===== config.mk =====
export PLATFORM = sky130hd
export DESIGN_NAME = rv_core_top
export DESIGN_NICKNAME = d
export VERILOG_FILES = /design/src/common/rv_pkg.sv /design/src/common/core_ifs.sv /design/src/exec/alu.sv /design/src/exec/exec_unit.sv /design/src/rtl/inst_decoder.sv /design/src/rtl/reg_file.sv /design/src/rtl/core_seq.sv /design/src/rtl/rv_core_top.sv
export VERILOG_INCLUDE_DIRS = /design/src /design/src/common
export SDC_FILE = /design/constraint.sdc
export NUM_CORES = 2
export LEC_CHECK = 0
export ABC_CLOCK_PERIOD_IN_PS = 11500
export CAP_MARGIN = 20
export CORE_ASPECT_RATIO = 0.5
export CORE_MARGIN = 10
export CORE_UTILIZATION = 45
export DETAILED_ROUTE_END_ITERATION = 12
export DONT_BUFFER_PORTS = 1
export SYNTH_ARGS = -nofsm -noshare
export SYNTH_HDL_FRONTEND = slang
export SYNTH_SLANG_ARGS = --single-unit

===== constraint.sdc =====
create_clock -name clk -period 11.5 [get_ports clk]
set_input_delay 0.575 -clock clk [delete_from_list [all_inputs] [get_ports clk]]
set_output_delay 0.575 -clock clk [all_outputs]
set_load 0.05 [all_outputs]

===== src/common/rv_cfg.svh =====
`ifndef RV_CFG_SVH
`define RV_CFG_SVH

// data and address width
`define RV_XLEN 32
`define RV_NREGS 32
`define RV_RESET_PC 32'h8000_0000

`endif


===== src/common/rv_pkg.sv =====
`default_nettype none

package rv_pkg;

    // one struct per RISC-V format, msb first
    typedef struct packed {
        logic [6:0] funct7;
        logic [4:0] rs2;
        logic [4:0] rs1;
        logic [2:0] funct3;
        logic [4:0] rd;
        logic [6:0] opcode;
    } inst_r_t;

    typedef struct packed {
        logic [11:0] imm;
        logic [4:0]  rs1;
        logic [2:0]  funct3;
        logic [4:0]  rd;
        logic [6:0]  opcode;
    } inst_i_t;

    typedef struct packed {
        logic [6:0] imm_hi;
        logic [4:0] rs2;
        logic [4:0] rs1;
        logic [2:0] funct3;
        logic [4:0] imm_lo;
        logic [6:0] opcode;
    } inst_s_t;

    typedef struct packed {
        logic       imm_12;
        logic [5:0] imm_10_5;
        logic [4:0] rs2;
        logic [4:0] rs1;
        logic [2:0] funct3;
        logic [3:0] imm_4_1;
        logic       imm_11;
        logic [6:0] opcode;
    } inst_b_t;

    typedef struct packed {
        logic [19:0] imm_31_12;
        logic [4:0]  rd;
        logic [6:0]  opcode;
    } inst_u_t;

    typedef struct packed {
        logic       imm_20;
        logic [9:0] imm_10_1;
        logic       imm_11;
        logic [7:0] imm_19_12;
        logic [4:0] rd;
        logic [6:0] opcode;
    } inst_j_t;

    typedef union packed {
        inst_r_t r;
        inst_i_t i;
        inst_s_t s;
        inst_b_t b;
        inst_u_t u;
        inst_j_t j;
    } inst_u;

    typedef enum logic [2:0] {
        FMT_R,
        FMT_I,
        FMT_S,
        FMT_B,
        FMT_U,
        FMT_J,
        FMT_N  // unknown opcode, retires as nop
    } inst_fmt_t;

    typedef enum logic [3:0] {
        ALU_ADD,
        ALU_SUB,
        ALU_SLL,
        ALU_SLT,
        ALU_SLTU,
        ALU_XOR,
        ALU_SRL,
        ALU_SRA,
        ALU_OR,
        ALU_AND
    } alu_op_t;

    localparam logic [6:0] OPC_OP     = 7'b0110011;
    localparam logic [6:0] OPC_OP_IMM = 7'b0010011;
    localparam logic [6:0] OPC_LOAD   = 7'b0000011;
    localparam logic [6:0] OPC_STORE  = 7'b0100011;
    localparam logic [6:0] OPC_BRANCH = 7'b1100011;
    localparam logic [6:0] OPC_JAL    = 7'b1101111;
    localparam logic [6:0] OPC_JALR   = 7'b1100111;
    localparam logic [6:0] OPC_LUI    = 7'b0110111;
    localparam logic [6:0] OPC_AUIPC  = 7'b0010111;

endpackage

`default_nettype wire


===== src/common/core_ifs.sv =====
`timescale 1ns/1ps
`default_nettype none
`include "rv_cfg.svh"

// decoded fields of the instruction register
interface dec_if
    import rv_pkg::*;
();
    logic [6:0]         opcode;
    logic [2:0]         funct3;
    logic [6:0]         funct7;
    logic [4:0]         rs1;
    logic [4:0]         rs2;
    logic [4:0]         rd;
    logic [`RV_XLEN-1:0] imm;
    inst_fmt_t          fmt;

    modport dec (output opcode, funct3, funct7, rs1, rs2, rd, imm, fmt);
    modport exu (input opcode, funct3, funct7, rs1, rs2, rd, imm, fmt);
    modport seq (input opcode, funct3, funct7, rs1, rs2, rd, imm, fmt);
endinterface

interface exu_if ();
    logic [`RV_XLEN-1:0] result;     // alu value, doubles as mem address
    logic [`RV_XLEN-1:0] wb_val;
    logic                wb_en;
    logic [`RV_XLEN-1:0] next_pc;
    logic [`RV_XLEN-1:0] store_val;

    modport exu (output result, wb_val, wb_en, next_pc, store_val);
    modport seq (input result, wb_val, wb_en, next_pc, store_val);
endinterface

`default_nettype wire


===== src/exec/alu.sv =====
`timescale 1ns/1ps
`default_nettype none
`include "rv_cfg.svh"

module alu
    import rv_pkg::*;
(
    input  logic [`RV_XLEN-1:0] a,
    input  logic [`RV_XLEN-1:0] b,
    input  alu_op_t             op,
    output logic [`RV_XLEN-1:0] y
);
    logic [4:0] shamt;

    assign shamt = b[4:0];  // only low five bits shift

    always_comb begin
        unique case (op)
            ALU_ADD:  y = a + b;
            ALU_SUB:  y = a - b;
            ALU_SLL:  y = a << shamt;
            ALU_SLT:  y = {{(`RV_XLEN-1){1'b0}}, $signed(a) < $signed(b)};
            ALU_SLTU: y = {{(`RV_XLEN-1){1'b0}}, a < b};
            ALU_XOR:  y = a ^ b;
            ALU_SRL:  y = a >> shamt;
            ALU_SRA:  y = $unsigned($signed(a) >>> shamt);
            ALU_OR:   y = a | b;
            ALU_AND:  y = a & b;
            default:  y = a + b;
        endcase
    end

endmodule

`default_nettype wire


===== src/exec/exec_unit.sv =====
`timescale 1ns/1ps
`default_nettype none
`include "rv_cfg.svh"

module exec_unit
    import rv_pkg::*;
(
    dec_if.exu                  dec,
    input  logic [`RV_XLEN-1:0] src1,
    input  logic [`RV_XLEN-1:0] src2,
    input  logic [`RV_XLEN-1:0] pc,
    exu_if.exu                  exu
);
    logic [`RV_XLEN-1:0] alu_a;
    logic [`RV_XLEN-1:0] alu_b;
    logic [`RV_XLEN-1:0] alu_y;
    logic [`RV_XLEN-1:0] snpc;
    alu_op_t             alu_op;
    logic                taken;
    logic                is_jal;
    logic                is_jalr;

    alu u_alu (
        .a  (alu_a),
        .b  (alu_b),
        .op (alu_op),
        .y  (alu_y)
    );

    assign snpc    = pc + 32'd4;
    assign is_jal  = (dec.opcode == OPC_JAL);
    assign is_jalr = (dec.opcode == OPC_JALR);

    always_comb begin
        unique case (dec.fmt)
            FMT_R:        {alu_a, alu_b} = {src1, src2};
            FMT_I, FMT_S: {alu_a, alu_b} = {src1, dec.imm};
            FMT_B, FMT_J: {alu_a, alu_b} = {pc, dec.imm};  // target adder
            FMT_U:        {alu_a, alu_b} = {(dec.opcode == OPC_LUI) ? '0 : pc, dec.imm};
            default:      {alu_a, alu_b} = {src1, src2};
        endcase
    end

    always_comb begin
        alu_op = ALU_ADD;
        if (dec.opcode == OPC_OP || dec.opcode == OPC_OP_IMM) begin
            unique case (dec.funct3)
                3'b000: alu_op = (dec.fmt == FMT_R && dec.funct7[5]) ? ALU_SUB : ALU_ADD;
                3'b001: alu_op = ALU_SLL;
                3'b010: alu_op = ALU_SLT;
                3'b011: alu_op = ALU_SLTU;
                3'b100: alu_op = ALU_XOR;
                3'b101: alu_op = dec.funct7[5] ? ALU_SRA : ALU_SRL;
                3'b110: alu_op = ALU_OR;
                default: alu_op = ALU_AND;
            endcase
        end
    end

    // branch condition, only meaningful for the B format
    always_comb begin
        unique case (dec.funct3)
            3'b000:  taken = (src1 == src2);
            3'b001:  taken = (src1 != src2);
            3'b100:  taken = ($signed(src1) < $signed(src2));
            3'b101:  taken = ($signed(src1) >= $signed(src2));
            3'b110:  taken = (src1 < src2);
            3'b111:  taken = (src1 >= src2);
            default: taken = 1'b0;
        endcase
    end

    always_comb begin
        if (is_jalr) begin
            exu.next_pc = {alu_y[`RV_XLEN-1:1], 1'b0};
        end else if (is_jal || (dec.fmt == FMT_B && taken)) begin
            exu.next_pc = alu_y;
        end else begin
            exu.next_pc = snpc;
        end
    end

    assign exu.result    = alu_y;
    assign exu.wb_val    = (is_jal || is_jalr) ? snpc : alu_y;  // link value
    assign exu.store_val = src2;
    assign exu.wb_en     = (dec.opcode == OPC_OP) || (dec.opcode == OPC_OP_IMM)
                        || (dec.opcode == OPC_LUI) || (dec.opcode == OPC_AUIPC)
                        || is_jal || is_jalr;

endmodule

`default_nettype wire


===== src/rtl/inst_decoder.sv =====
`timescale 1ns/1ps
`default_nettype none

module inst_decoder
    import rv_pkg::*;
(
    input  inst_u ir,
    dec_if.dec    dec
);
    inst_fmt_t fmt;

    assign dec.opcode = ir.r.opcode;
    assign dec.funct3 = ir.r.funct3;
    assign dec.funct7 = ir.r.funct7;
    assign dec.rs1    = ir.r.rs1;
    assign dec.rs2    = ir.r.rs2;
    assign dec.rd     = ir.r.rd;
    assign dec.fmt    = fmt;

    always_comb begin
        unique case (ir.r.opcode)
            OPC_OP:                       fmt = FMT_R;
            OPC_OP_IMM, OPC_LOAD, OPC_JALR: fmt = FMT_I;
            OPC_STORE:                    fmt = FMT_S;
            OPC_BRANCH:                   fmt = FMT_B;
            OPC_LUI, OPC_AUIPC:           fmt = FMT_U;
            OPC_JAL:                      fmt = FMT_J;
            default:                      fmt = FMT_N;
        endcase
    end

    // immediate through the view of its format
    always_comb begin
        unique case (fmt)
            FMT_I: dec.imm = {{20{ir.i.imm[11]}}, ir.i.imm};
            FMT_S: dec.imm = {{20{ir.s.imm_hi[6]}}, ir.s.imm_hi, ir.s.imm_lo};
            FMT_B: dec.imm = {{20{ir.b.imm_12}}, ir.b.imm_11, ir.b.imm_10_5,
                              ir.b.imm_4_1, 1'b0};
            FMT_U: dec.imm = {ir.u.imm_31_12, 12'b0};
            FMT_J: dec.imm = {{12{ir.j.imm_20}}, ir.j.imm_19_12, ir.j.imm_11,
                              ir.j.imm_10_1, 1'b0};
            default: dec.imm = '0;  // R and N carry no immediate
        endcase
    end

endmodule

`default_nettype wire


===== src/rtl/reg_file.sv =====
`timescale 1ns/1ps
`default_nettype none
`include "rv_cfg.svh"

module reg_file (
    input  logic                clk,
    input  logic [4:0]          raddr1,
    input  logic [4:0]          raddr2,
    output logic [`RV_XLEN-1:0] rdata1,
    output logic [`RV_XLEN-1:0] rdata2,
    input  logic                we,
    input  logic [4:0]          waddr,
    input  logic [`RV_XLEN-1:0] wdata
);
    logic [`RV_XLEN-1:0] regs [`RV_NREGS];

    always_ff @(posedge clk) begin
        if (we && waddr != 5'd0) begin  // x0 never written
            regs[waddr] <= wdata;
        end
    end

    assign rdata1 = (raddr1 == 5'd0) ? '0 : regs[raddr1];
    assign rdata2 = (raddr2 == 5'd0) ? '0 : regs[raddr2];

endmodule

`default_nettype wire


===== src/rtl/core_seq.sv =====
`timescale 1ns/1ps
`default_nettype none
`include "rv_cfg.svh"

module core_seq
    import rv_pkg::*;
(
    input  logic                  clk,
    input  logic                  reset,
    output logic [`RV_XLEN-1:0]   wb_adr,
    output logic [`RV_XLEN-1:0]   wb_dat_w,
    input  logic [`RV_XLEN-1:0]   wb_dat_r,
    output logic [`RV_XLEN/8-1:0] wb_sel,
    output logic                  wb_we,
    output logic                  wb_cyc,
    output logic                  wb_stb,
    input  logic                  wb_ack,
    dec_if.seq                    dec,
    exu_if.seq                    exu,
    output logic [`RV_XLEN-1:0]   pc,
    output inst_u                 ir,
    output logic                  rf_we,
    output logic [4:0]            rf_waddr,
    output logic [`RV_XLEN-1:0]   rf_wdata
);
    localparam logic [1:0] S_FETCH = 2'd0;
    localparam logic [1:0] S_EXEC  = 2'd1;
    localparam logic [1:0] S_MEM   = 2'd2;

    logic [1:0]            state;
    logic                  is_load;
    logic                  is_mem;
    logic                  bus_done;
    logic [`RV_XLEN/8-1:0] lane_sel;
    logic [`RV_XLEN-1:0]   st_data;
    logic [7:0]            ld_byte;
    logic [15:0]           ld_half;
    logic [`RV_XLEN-1:0]   ld_val;

    assign is_load  = (dec.opcode == OPC_LOAD);
    assign is_mem   = is_load || (dec.opcode == OPC_STORE);
    assign bus_done = wb_cyc && wb_ack;

    // lanes and replicated store data, from size and address
    always_comb begin
        unique case (dec.funct3[1:0])
            2'b00: begin
                lane_sel = 4'b0001 << exu.result[1:0];
                st_data  = {4{exu.store_val[7:0]}};
            end
            2'b01: begin
                lane_sel = exu.result[1] ? 4'b1100 : 4'b0011;
                st_data  = {2{exu.store_val[15:0]}};
            end
            default: begin
                lane_sel = 4'b1111;
                st_data  = exu.store_val;
            end
        endcase
    end

    // pick the addressed lane of the read data
    always_comb begin
        ld_byte = wb_dat_r[{wb_adr[1:0], 3'b000} +: 8];
        ld_half = wb_adr[1] ? wb_dat_r[31:16] : wb_dat_r[15:0];
        unique case (dec.funct3)
            3'b000:  ld_val = {{(`RV_XLEN-8){ld_byte[7]}}, ld_byte};    // lb
            3'b001:  ld_val = {{(`RV_XLEN-16){ld_half[15]}}, ld_half};  // lh
            3'b100:  ld_val = {{(`RV_XLEN-8){1'b0}}, ld_byte};          // lbu
            3'b101:  ld_val = {{(`RV_XLEN-16){1'b0}}, ld_half};         // lhu
            default: ld_val = wb_dat_r;
        endcase
    end

    assign rf_waddr = dec.rd;
    assign rf_we    = (state == S_EXEC) ? exu.wb_en : (state == S_MEM) && bus_done && is_load;
    assign rf_wdata = (state == S_MEM) ? ld_val : exu.wb_val;

    always_ff @(posedge clk) begin
        if (reset) begin
            state  <= S_FETCH;
            pc     <= `RV_RESET_PC;
            wb_cyc <= 1'b0;
            wb_stb <= 1'b0;
            wb_we  <= 1'b0;
        end else begin
            unique case (state)
                S_FETCH: begin
                    if (!wb_cyc) begin  // open the fetch read
                        wb_cyc <= 1'b1;
                        wb_stb <= 1'b1;
                        wb_we  <= 1'b0;
                    end else if (wb_ack) begin
                        wb_cyc <= 1'b0;
                        wb_stb <= 1'b0;
                        state  <= S_EXEC;
                    end
                end
                S_EXEC: begin
                    if (is_mem) begin
                        wb_cyc <= 1'b1;
                        wb_stb <= 1'b1;
                        wb_we  <= !is_load;
                        state  <= S_MEM;
                    end else begin
                        pc    <= exu.next_pc;
                        state <= S_FETCH;
                    end
                end
                S_MEM: begin
                    if (wb_ack) begin
                        wb_cyc <= 1'b0;
                        wb_stb <= 1'b0;
                        wb_we  <= 1'b0;
                        pc     <= exu.next_pc;
                        state  <= S_FETCH;
                    end
                end
                default: state <= S_FETCH;
            endcase
        end
    end

    // bus payload and instruction word
    always_ff @(posedge clk) begin
        if (state == S_FETCH && !wb_cyc) begin
            wb_adr <= pc;
            wb_sel <= 4'b1111;
        end
        if (state == S_FETCH && bus_done) begin
            ir <= wb_dat_r;
        end
        if (state == S_EXEC && is_mem) begin
            wb_adr   <= exu.result;
            wb_sel   <= lane_sel;
            wb_dat_w <= st_data;
        end
    end

endmodule

`default_nettype wire


===== src/rtl/rv_core_top.sv =====
`timescale 1ns/1ps
`default_nettype none
`include "rv_cfg.svh"

module rv_core_top
    import rv_pkg::*;
(
    input  logic                  clk,
    input  logic                  reset,
    output logic [`RV_XLEN-1:0]   wb_adr,
    output logic [`RV_XLEN-1:0]   wb_dat_w,
    input  logic [`RV_XLEN-1:0]   wb_dat_r,
    output logic [`RV_XLEN/8-1:0] wb_sel,
    output logic                  wb_we,
    output logic                  wb_cyc,
    output logic                  wb_stb,
    input  logic                  wb_ack
);
    logic [`RV_XLEN-1:0] pc;
    logic [`RV_XLEN-1:0] src1;
    logic [`RV_XLEN-1:0] src2;
    logic [`RV_XLEN-1:0] rf_wdata;
    logic [4:0]          rf_waddr;
    logic                rf_we;
    inst_u               ir;

    dec_if dec_i ();
    exu_if exu_i ();

    core_seq u_seq (
        .clk      (clk),
        .reset    (reset),
        .wb_adr   (wb_adr),
        .wb_dat_w (wb_dat_w),
        .wb_dat_r (wb_dat_r),
        .wb_sel   (wb_sel),
        .wb_we    (wb_we),
        .wb_cyc   (wb_cyc),
        .wb_stb   (wb_stb),
        .wb_ack   (wb_ack),
        .dec      (dec_i.seq),
        .exu      (exu_i.seq),
        .pc       (pc),
        .ir       (ir),
        .rf_we    (rf_we),
        .rf_waddr (rf_waddr),
        .rf_wdata (rf_wdata)
    );

    inst_decoder u_dec (
        .ir  (ir),
        .dec (dec_i.dec)
    );

    reg_file u_rf (
        .clk    (clk),
        .raddr1 (dec_i.rs1),
        .raddr2 (dec_i.rs2),
        .rdata1 (src1),
        .rdata2 (src2),
        .we     (rf_we),
        .waddr  (rf_waddr),
        .wdata  (rf_wdata)
    );

    exec_unit u_exu (
        .dec  (dec_i.exu),
        .src1 (src1),
        .src2 (src2),
        .pc   (pc),
        .exu  (exu_i.exu)
    );

endmodule

`default_nettype wire


; ---- Yosys cells after proc, flatten, opt, wreduce, memory -nomap -nowiden
; Memories as Yosys holds them, arrays and structs flattened. A register that Yosys moved wholly into a read port is not among the register bits.
; Cells that the tools add are included.
[word_totals]
reg_bits = 137
out_inout_bits = 71
n_memories = 1
elab_cells = 156
ramBits = 1024
[memory_table]
columns = name, depth, width, read_ports, rd_clocked_by_memory_dff, write_ports, line
row1 = u_rf.regs, 32, 32, 2, 2, 1, reg_file.sv:15  ; logic [`RV_XLEN-1:0] regs [`RV_NREGS];
[op_classes]
add_sub_neg = 3
shift = 5
n_lt_le_gt_ge = 6
muxes = 50
bitwise_logic = 3
reduce_logical = 38
eq_ne = 41
[ops]
columns = operator, count
row1 = $mux 32, 12
row2 = $pmux 32 s9, 1
row3 = $pmux 32 s2, 3
row4 = $pmux 32 s5, 1
row5 = $lt 32x32->1, 4
row6 = $pmux 32 s4, 1
row7 = $ge 32x32->1, 2
row8 = $add 32x3->32 const B, 1
row9 = $add 32x32->32, 1
row10 = $and 32x32->32, 1
row11 = $eq 32x32->1, 1
row12 = $ne 32x32->1, 1
row13 = $or 32x32->32, 1
row14 = $shiftx 32x6->8, 1
row15 = $shl 32x5->32, 1
row16 = $shr 32x5->32, 1
row17 = $sshr 32x5->32, 1
row18 = $sub 32x32->32, 1
row19 = $xor 32x32->32, 1
row20 = $pmux 4 s7, 1
row21 = $eq 7x6->1 const B, 3
row22 = $eq 7x7->1 const B, 3
row23 = $eq 3x3->1 const B, 6
row24 = $pmux 3 s6, 1
row25 = other kinds (37), 96

; ---- Depth between registers and ports, before layout
[depth]
word_depth = 14
ltp_mapped = 30

; ---- Hierarchy
; Synthesis repeated with hierarchy kept, for this count alone.
[unflattened]
cells_unflattened = 4996
hier_area_um2 = 67432.2
[by_module_without_submodules]
columns = module, area_per_inst_um2, cells_each, n_inst
row1 = reg_file, 47904.7, 2564, 1
row2 = alu, 9092.5, 1287, 1
row3 = core_seq, 6288.5, 537, 1
row4 = exec_unit, 3268.1, 477, 1
row5 = inst_decoder, 878.3, 131, 1

; ---- Worst setup path before layout
; Ideal clock, no wire load.
[synth_path]
kind = register to register
startpoint = reg with a tool-made name
endpoint = mem u_rf.regs[0][27] (netlist bit) (data pin)
stages_incl_launch_ff = 27
arrival_time_ns = 7.495
period_less_slack_ns = 7.982
slack_ns = 3.518
n_path_buf = 9
t_required_ns = 11.013
path_cell_list = dfxtp_1 > buf_6 > buf_6 > buf_6 > buf_6 > buf_4 > buf_4 > buf_2 > buf_2 > mux4_2 > mux4_2 > mux2_2 > nand2_1 > o22ai_1 > ha_1 > clkbuf_1 > or4_1 > or4_1 > nor2b_1 > o31ai_1 > o31ai_1 > o21ai_0 > or2_2 > a22oi_1 > mux2i_1 > a2111oi_4 > a222oi_1
[synth_lines]
columns = element, line
row1 = "end, declared", reg_file.sv:15

==> results.toml <==
[global_routing]
grt_max_degree = 82
first_global_vias = 46300
grt.total_usage_pct = 31.9
gr-total-overflow = 0
antenna_found_initial = 14
global_route_wire_length_before_repair_mm = 374

[placement]
place_hpwl_mm = 180
gp_congestion = 1.03
dp_cells = 6572
placement.io_buffers = 0

[worst_hold_path]
worstHoldPathType = "input port to register"
worstHoldPathCells = 1

[pwr]
power-per-cell-area_nw_per_um2 = 211
post-layout-total-power_mw = 15.4
leakagePower_nw = 24.7
ir_drop_mv = 0.165

[outcome]
status = "complete, no violations"

[run]
maxCapViolCount = 0

[cts]
max-clock-path-buffers = 3
h-tree-depth = 3
cts_repair_resize_count = 0
cts.repair_timing.setup_buffer_count = 0
total_clock_sinks = 1171
cts_inserted_buffers = 106
clockRootBuffer = "clkbuf_16"
clk-insertion-delay-late_ns = 0.76
clock_tree_from_tritoncts = "done"
clk_pin_slew_worst_paths_ns = 0.07

[yosys]
ys_types = 125
synth-warning-count = 0
synth_enable_flop_cells = 1124
post_synthesis_instance_total = 4747
postSynthAreaPerCell_sq_um = 14.1
ys_dominant_reg_cell = "edfxtp_1"
synth_sequential_area_ratio_pct = 51.9
synth.ff_latch_count = 1171
postSynth.asyncResetShare_pct = 0
syn_area_sq_um = 66900

[critical_path]
cpMostUsedCell = "a211oi_1"
cp-end-kind = "register"
r2r.worst_path.cells = 20
worstPathArrival_ns = 9.20
slowest_delay_ns = 0.95
worstSetupPathType = "register to register"
critPathRequiredTime_ns = 11.87
worst-path-max-fanout = 39
crit_slowest_cell = "a2111oi_2"
timing.critical_path.cells = "buf_4, nor2b_4, buf_4, a22oi_1, a21oi_1, a2111oi_2, a22o_1, ha_1, or2_2, a211oi_1, a21oi_1, a211oi_1, o31ai_1, o31ai_1, o21ai_0, or2_2, a211oi_1, mux2i_1, o2111ai_1, o211a_1"
worst_setup_path_start_kind = "register"

[sta]
headroom_to_the_max_slew_limit_pct = 14.8
holdWs_ns = 0.0282
final-setup-viol-count = 0
period_share_pct = 76.8
final_hold_viol_count = 0
timing_max_transition_violations_final = 0
grt_setup_unrepaired = "no"
final.setup.tns_ns = 0
max_clock_freq_mhz = 113
tightest_slew_ns = 1.28
fin_worst_skew_ns = 0.0905
finalCriticalPeriod_ns = 8.83

[detailed_routing]
drt_pre_antenna_iters = 9
drt_first_iter_violations = 7966
route.antenna.remaining_nets = 0
drt_drc_violations_left = 0
detailroute.via_count = 48500
via_density_per_instance = 7.12
routed_wire_length_per_instance_um = 40.0
postRouteWirelength_mm = 273

[cells_and_area]
final_cells = 6811
commonest_cells_after_routing_fill_and_taps_aside = "edfxtp_1, mux4_2, mux2i_1, nand2_1, nor2_1"
syn_to_final_growth_pct = 9.34
layout_commonest_cell = "edfxtp_1"
drive_gt1_share_pct = 21.2
finalNetCount = 4922

[floorplan]
die-width_um = 565
die_y_um = 293
placementRows = 99
boundaryPins = 106
core_area_sq_um = 147000
initial_core_util_pct = 45.6
die_area_sq_um = 165000
## synth_stat cells (41+ instances only)
cell type     n  area (sq um)
a211oi_1     43           323
a21o_1       49           368
a21oi_1     221          1110
a22oi_1      77           578
a31oi_1      41           257
buf_2        88           440
clkbuf_1    173           649
dfxtp_1      47           941
edfxtp_1   1124         33800
ha_1        135          1690
inv_1       145           544
mux2i_1     312          3120
mux4_2      452         10200
nand2_1     301          1130
nand2b_1     43           269
nand3_1      66           330
nor2_1      261           980
nor3_1       59           295
o21ai_0     166           831
o221ai_1     53           464
o22ai_1      64           400
## registers in the layout, summed over array words and instances (netlist names), named ones only
signal and count:
u_rf.regs 1024, u_seq.ir 32, u_seq.pc 32, u_seq.state 2, u_seq.wb_adr 32, u_seq.wb_cyc 1
u_seq.wb_dat_w 32, u_seq.wb_sel 4, u_seq.wb_stb 1, u_seq.wb_we 1
## worst max-delay path, delay by kind of cell, from the launching register on
kind	cells	cell delay (ns)
muxes	1	0.13
buffers and inverters	2	0.78
and+or+nand+nor	3	0.93
adders and majority gates	1	0.42
DFF	1	0.88
AOI/OAI and AO/OA	13	5.17
## power breakdown
part	switching, mW	total, mW	internal [mW]
logic	4.12	5.81	1.69
clock network	1.69	3.58	1.88
registers	0.170	6.03	5.86
## routing by layer
layer / up-vias / GRT usage [%] / part of all wire, % / wire (um)
met4: 12 / 15.9 / 6.2 / 17000
met3: 718 / 9.40 / 12 / 33600
li1: 19200 / - / - / -
met1: 25000 / 41.9 / 37 / 102000
met2: 3475 / 48.2 / 44 / 120000
met5: - / 0 / 0.029 / 80
## logic make-up (layout without fill, tap and decap cells)
logic type      Yosys count  count (layout)  share of synthesized area [%]
flops                  1171            1171                           51.9
compound gates         1065            1065                           11.4
simple gates            950             950                           6.82
mux                     855             855                           22.4
buf+inv                 517             577                           4.22
fa+ha+maj               137             137                           2.59
xor+xnor                 51              51                          0.668
other cells               1              36                        0.00561
## area by class of cell
class,count,area [sq um]
diodes,4,10.0
clock buffers,135,2770
clock inverters,61,644
fillers,12400,73500
inverters,153,577
multi-input cells,3090,30100
flip-flops and latches,1171,34700
well taps,1969,2460
repair buffers,228,1880
## per-stage QoR
step / util, % / setup slack (ns) / instance area, sq um
final: 49.9 / 2.67 / 73100
after global routing: 49.9 / 2.45 / 73100
after CTS: 49.8 / 2.71 / 73000
after detailed placement: 47.2 / 2.78 / 69300
after global placement: 47.2 / 2.35 / 69300
after floorplan: - / 3.52 / 67000
## path summary, 6_finish.rpt
| check | start | to | slack [ns] |
|---|---|---|---|
| max | register | u_rf.regs[21][31]$_DFFE_PP_ | 2.67 |
| min | wb_dat_r[22] | register | 0.03 |
| max reg2reg | register | u_rf.regs[21][31]$_DFFE_PP_ | 2.67 |
| min reg2reg | u_seq.pc[20]$_SDFFE_PP0P_ | u_seq.pc[20]$_SDFFE_PP0P_ | 0.54 |
## repair_timing
item	in CTS	in global routing
endpoints found under the hold margin	53	0
endpoints found under the setup margin	0	0
hold buffers	33	0
(Power assumes the default switching activity.)
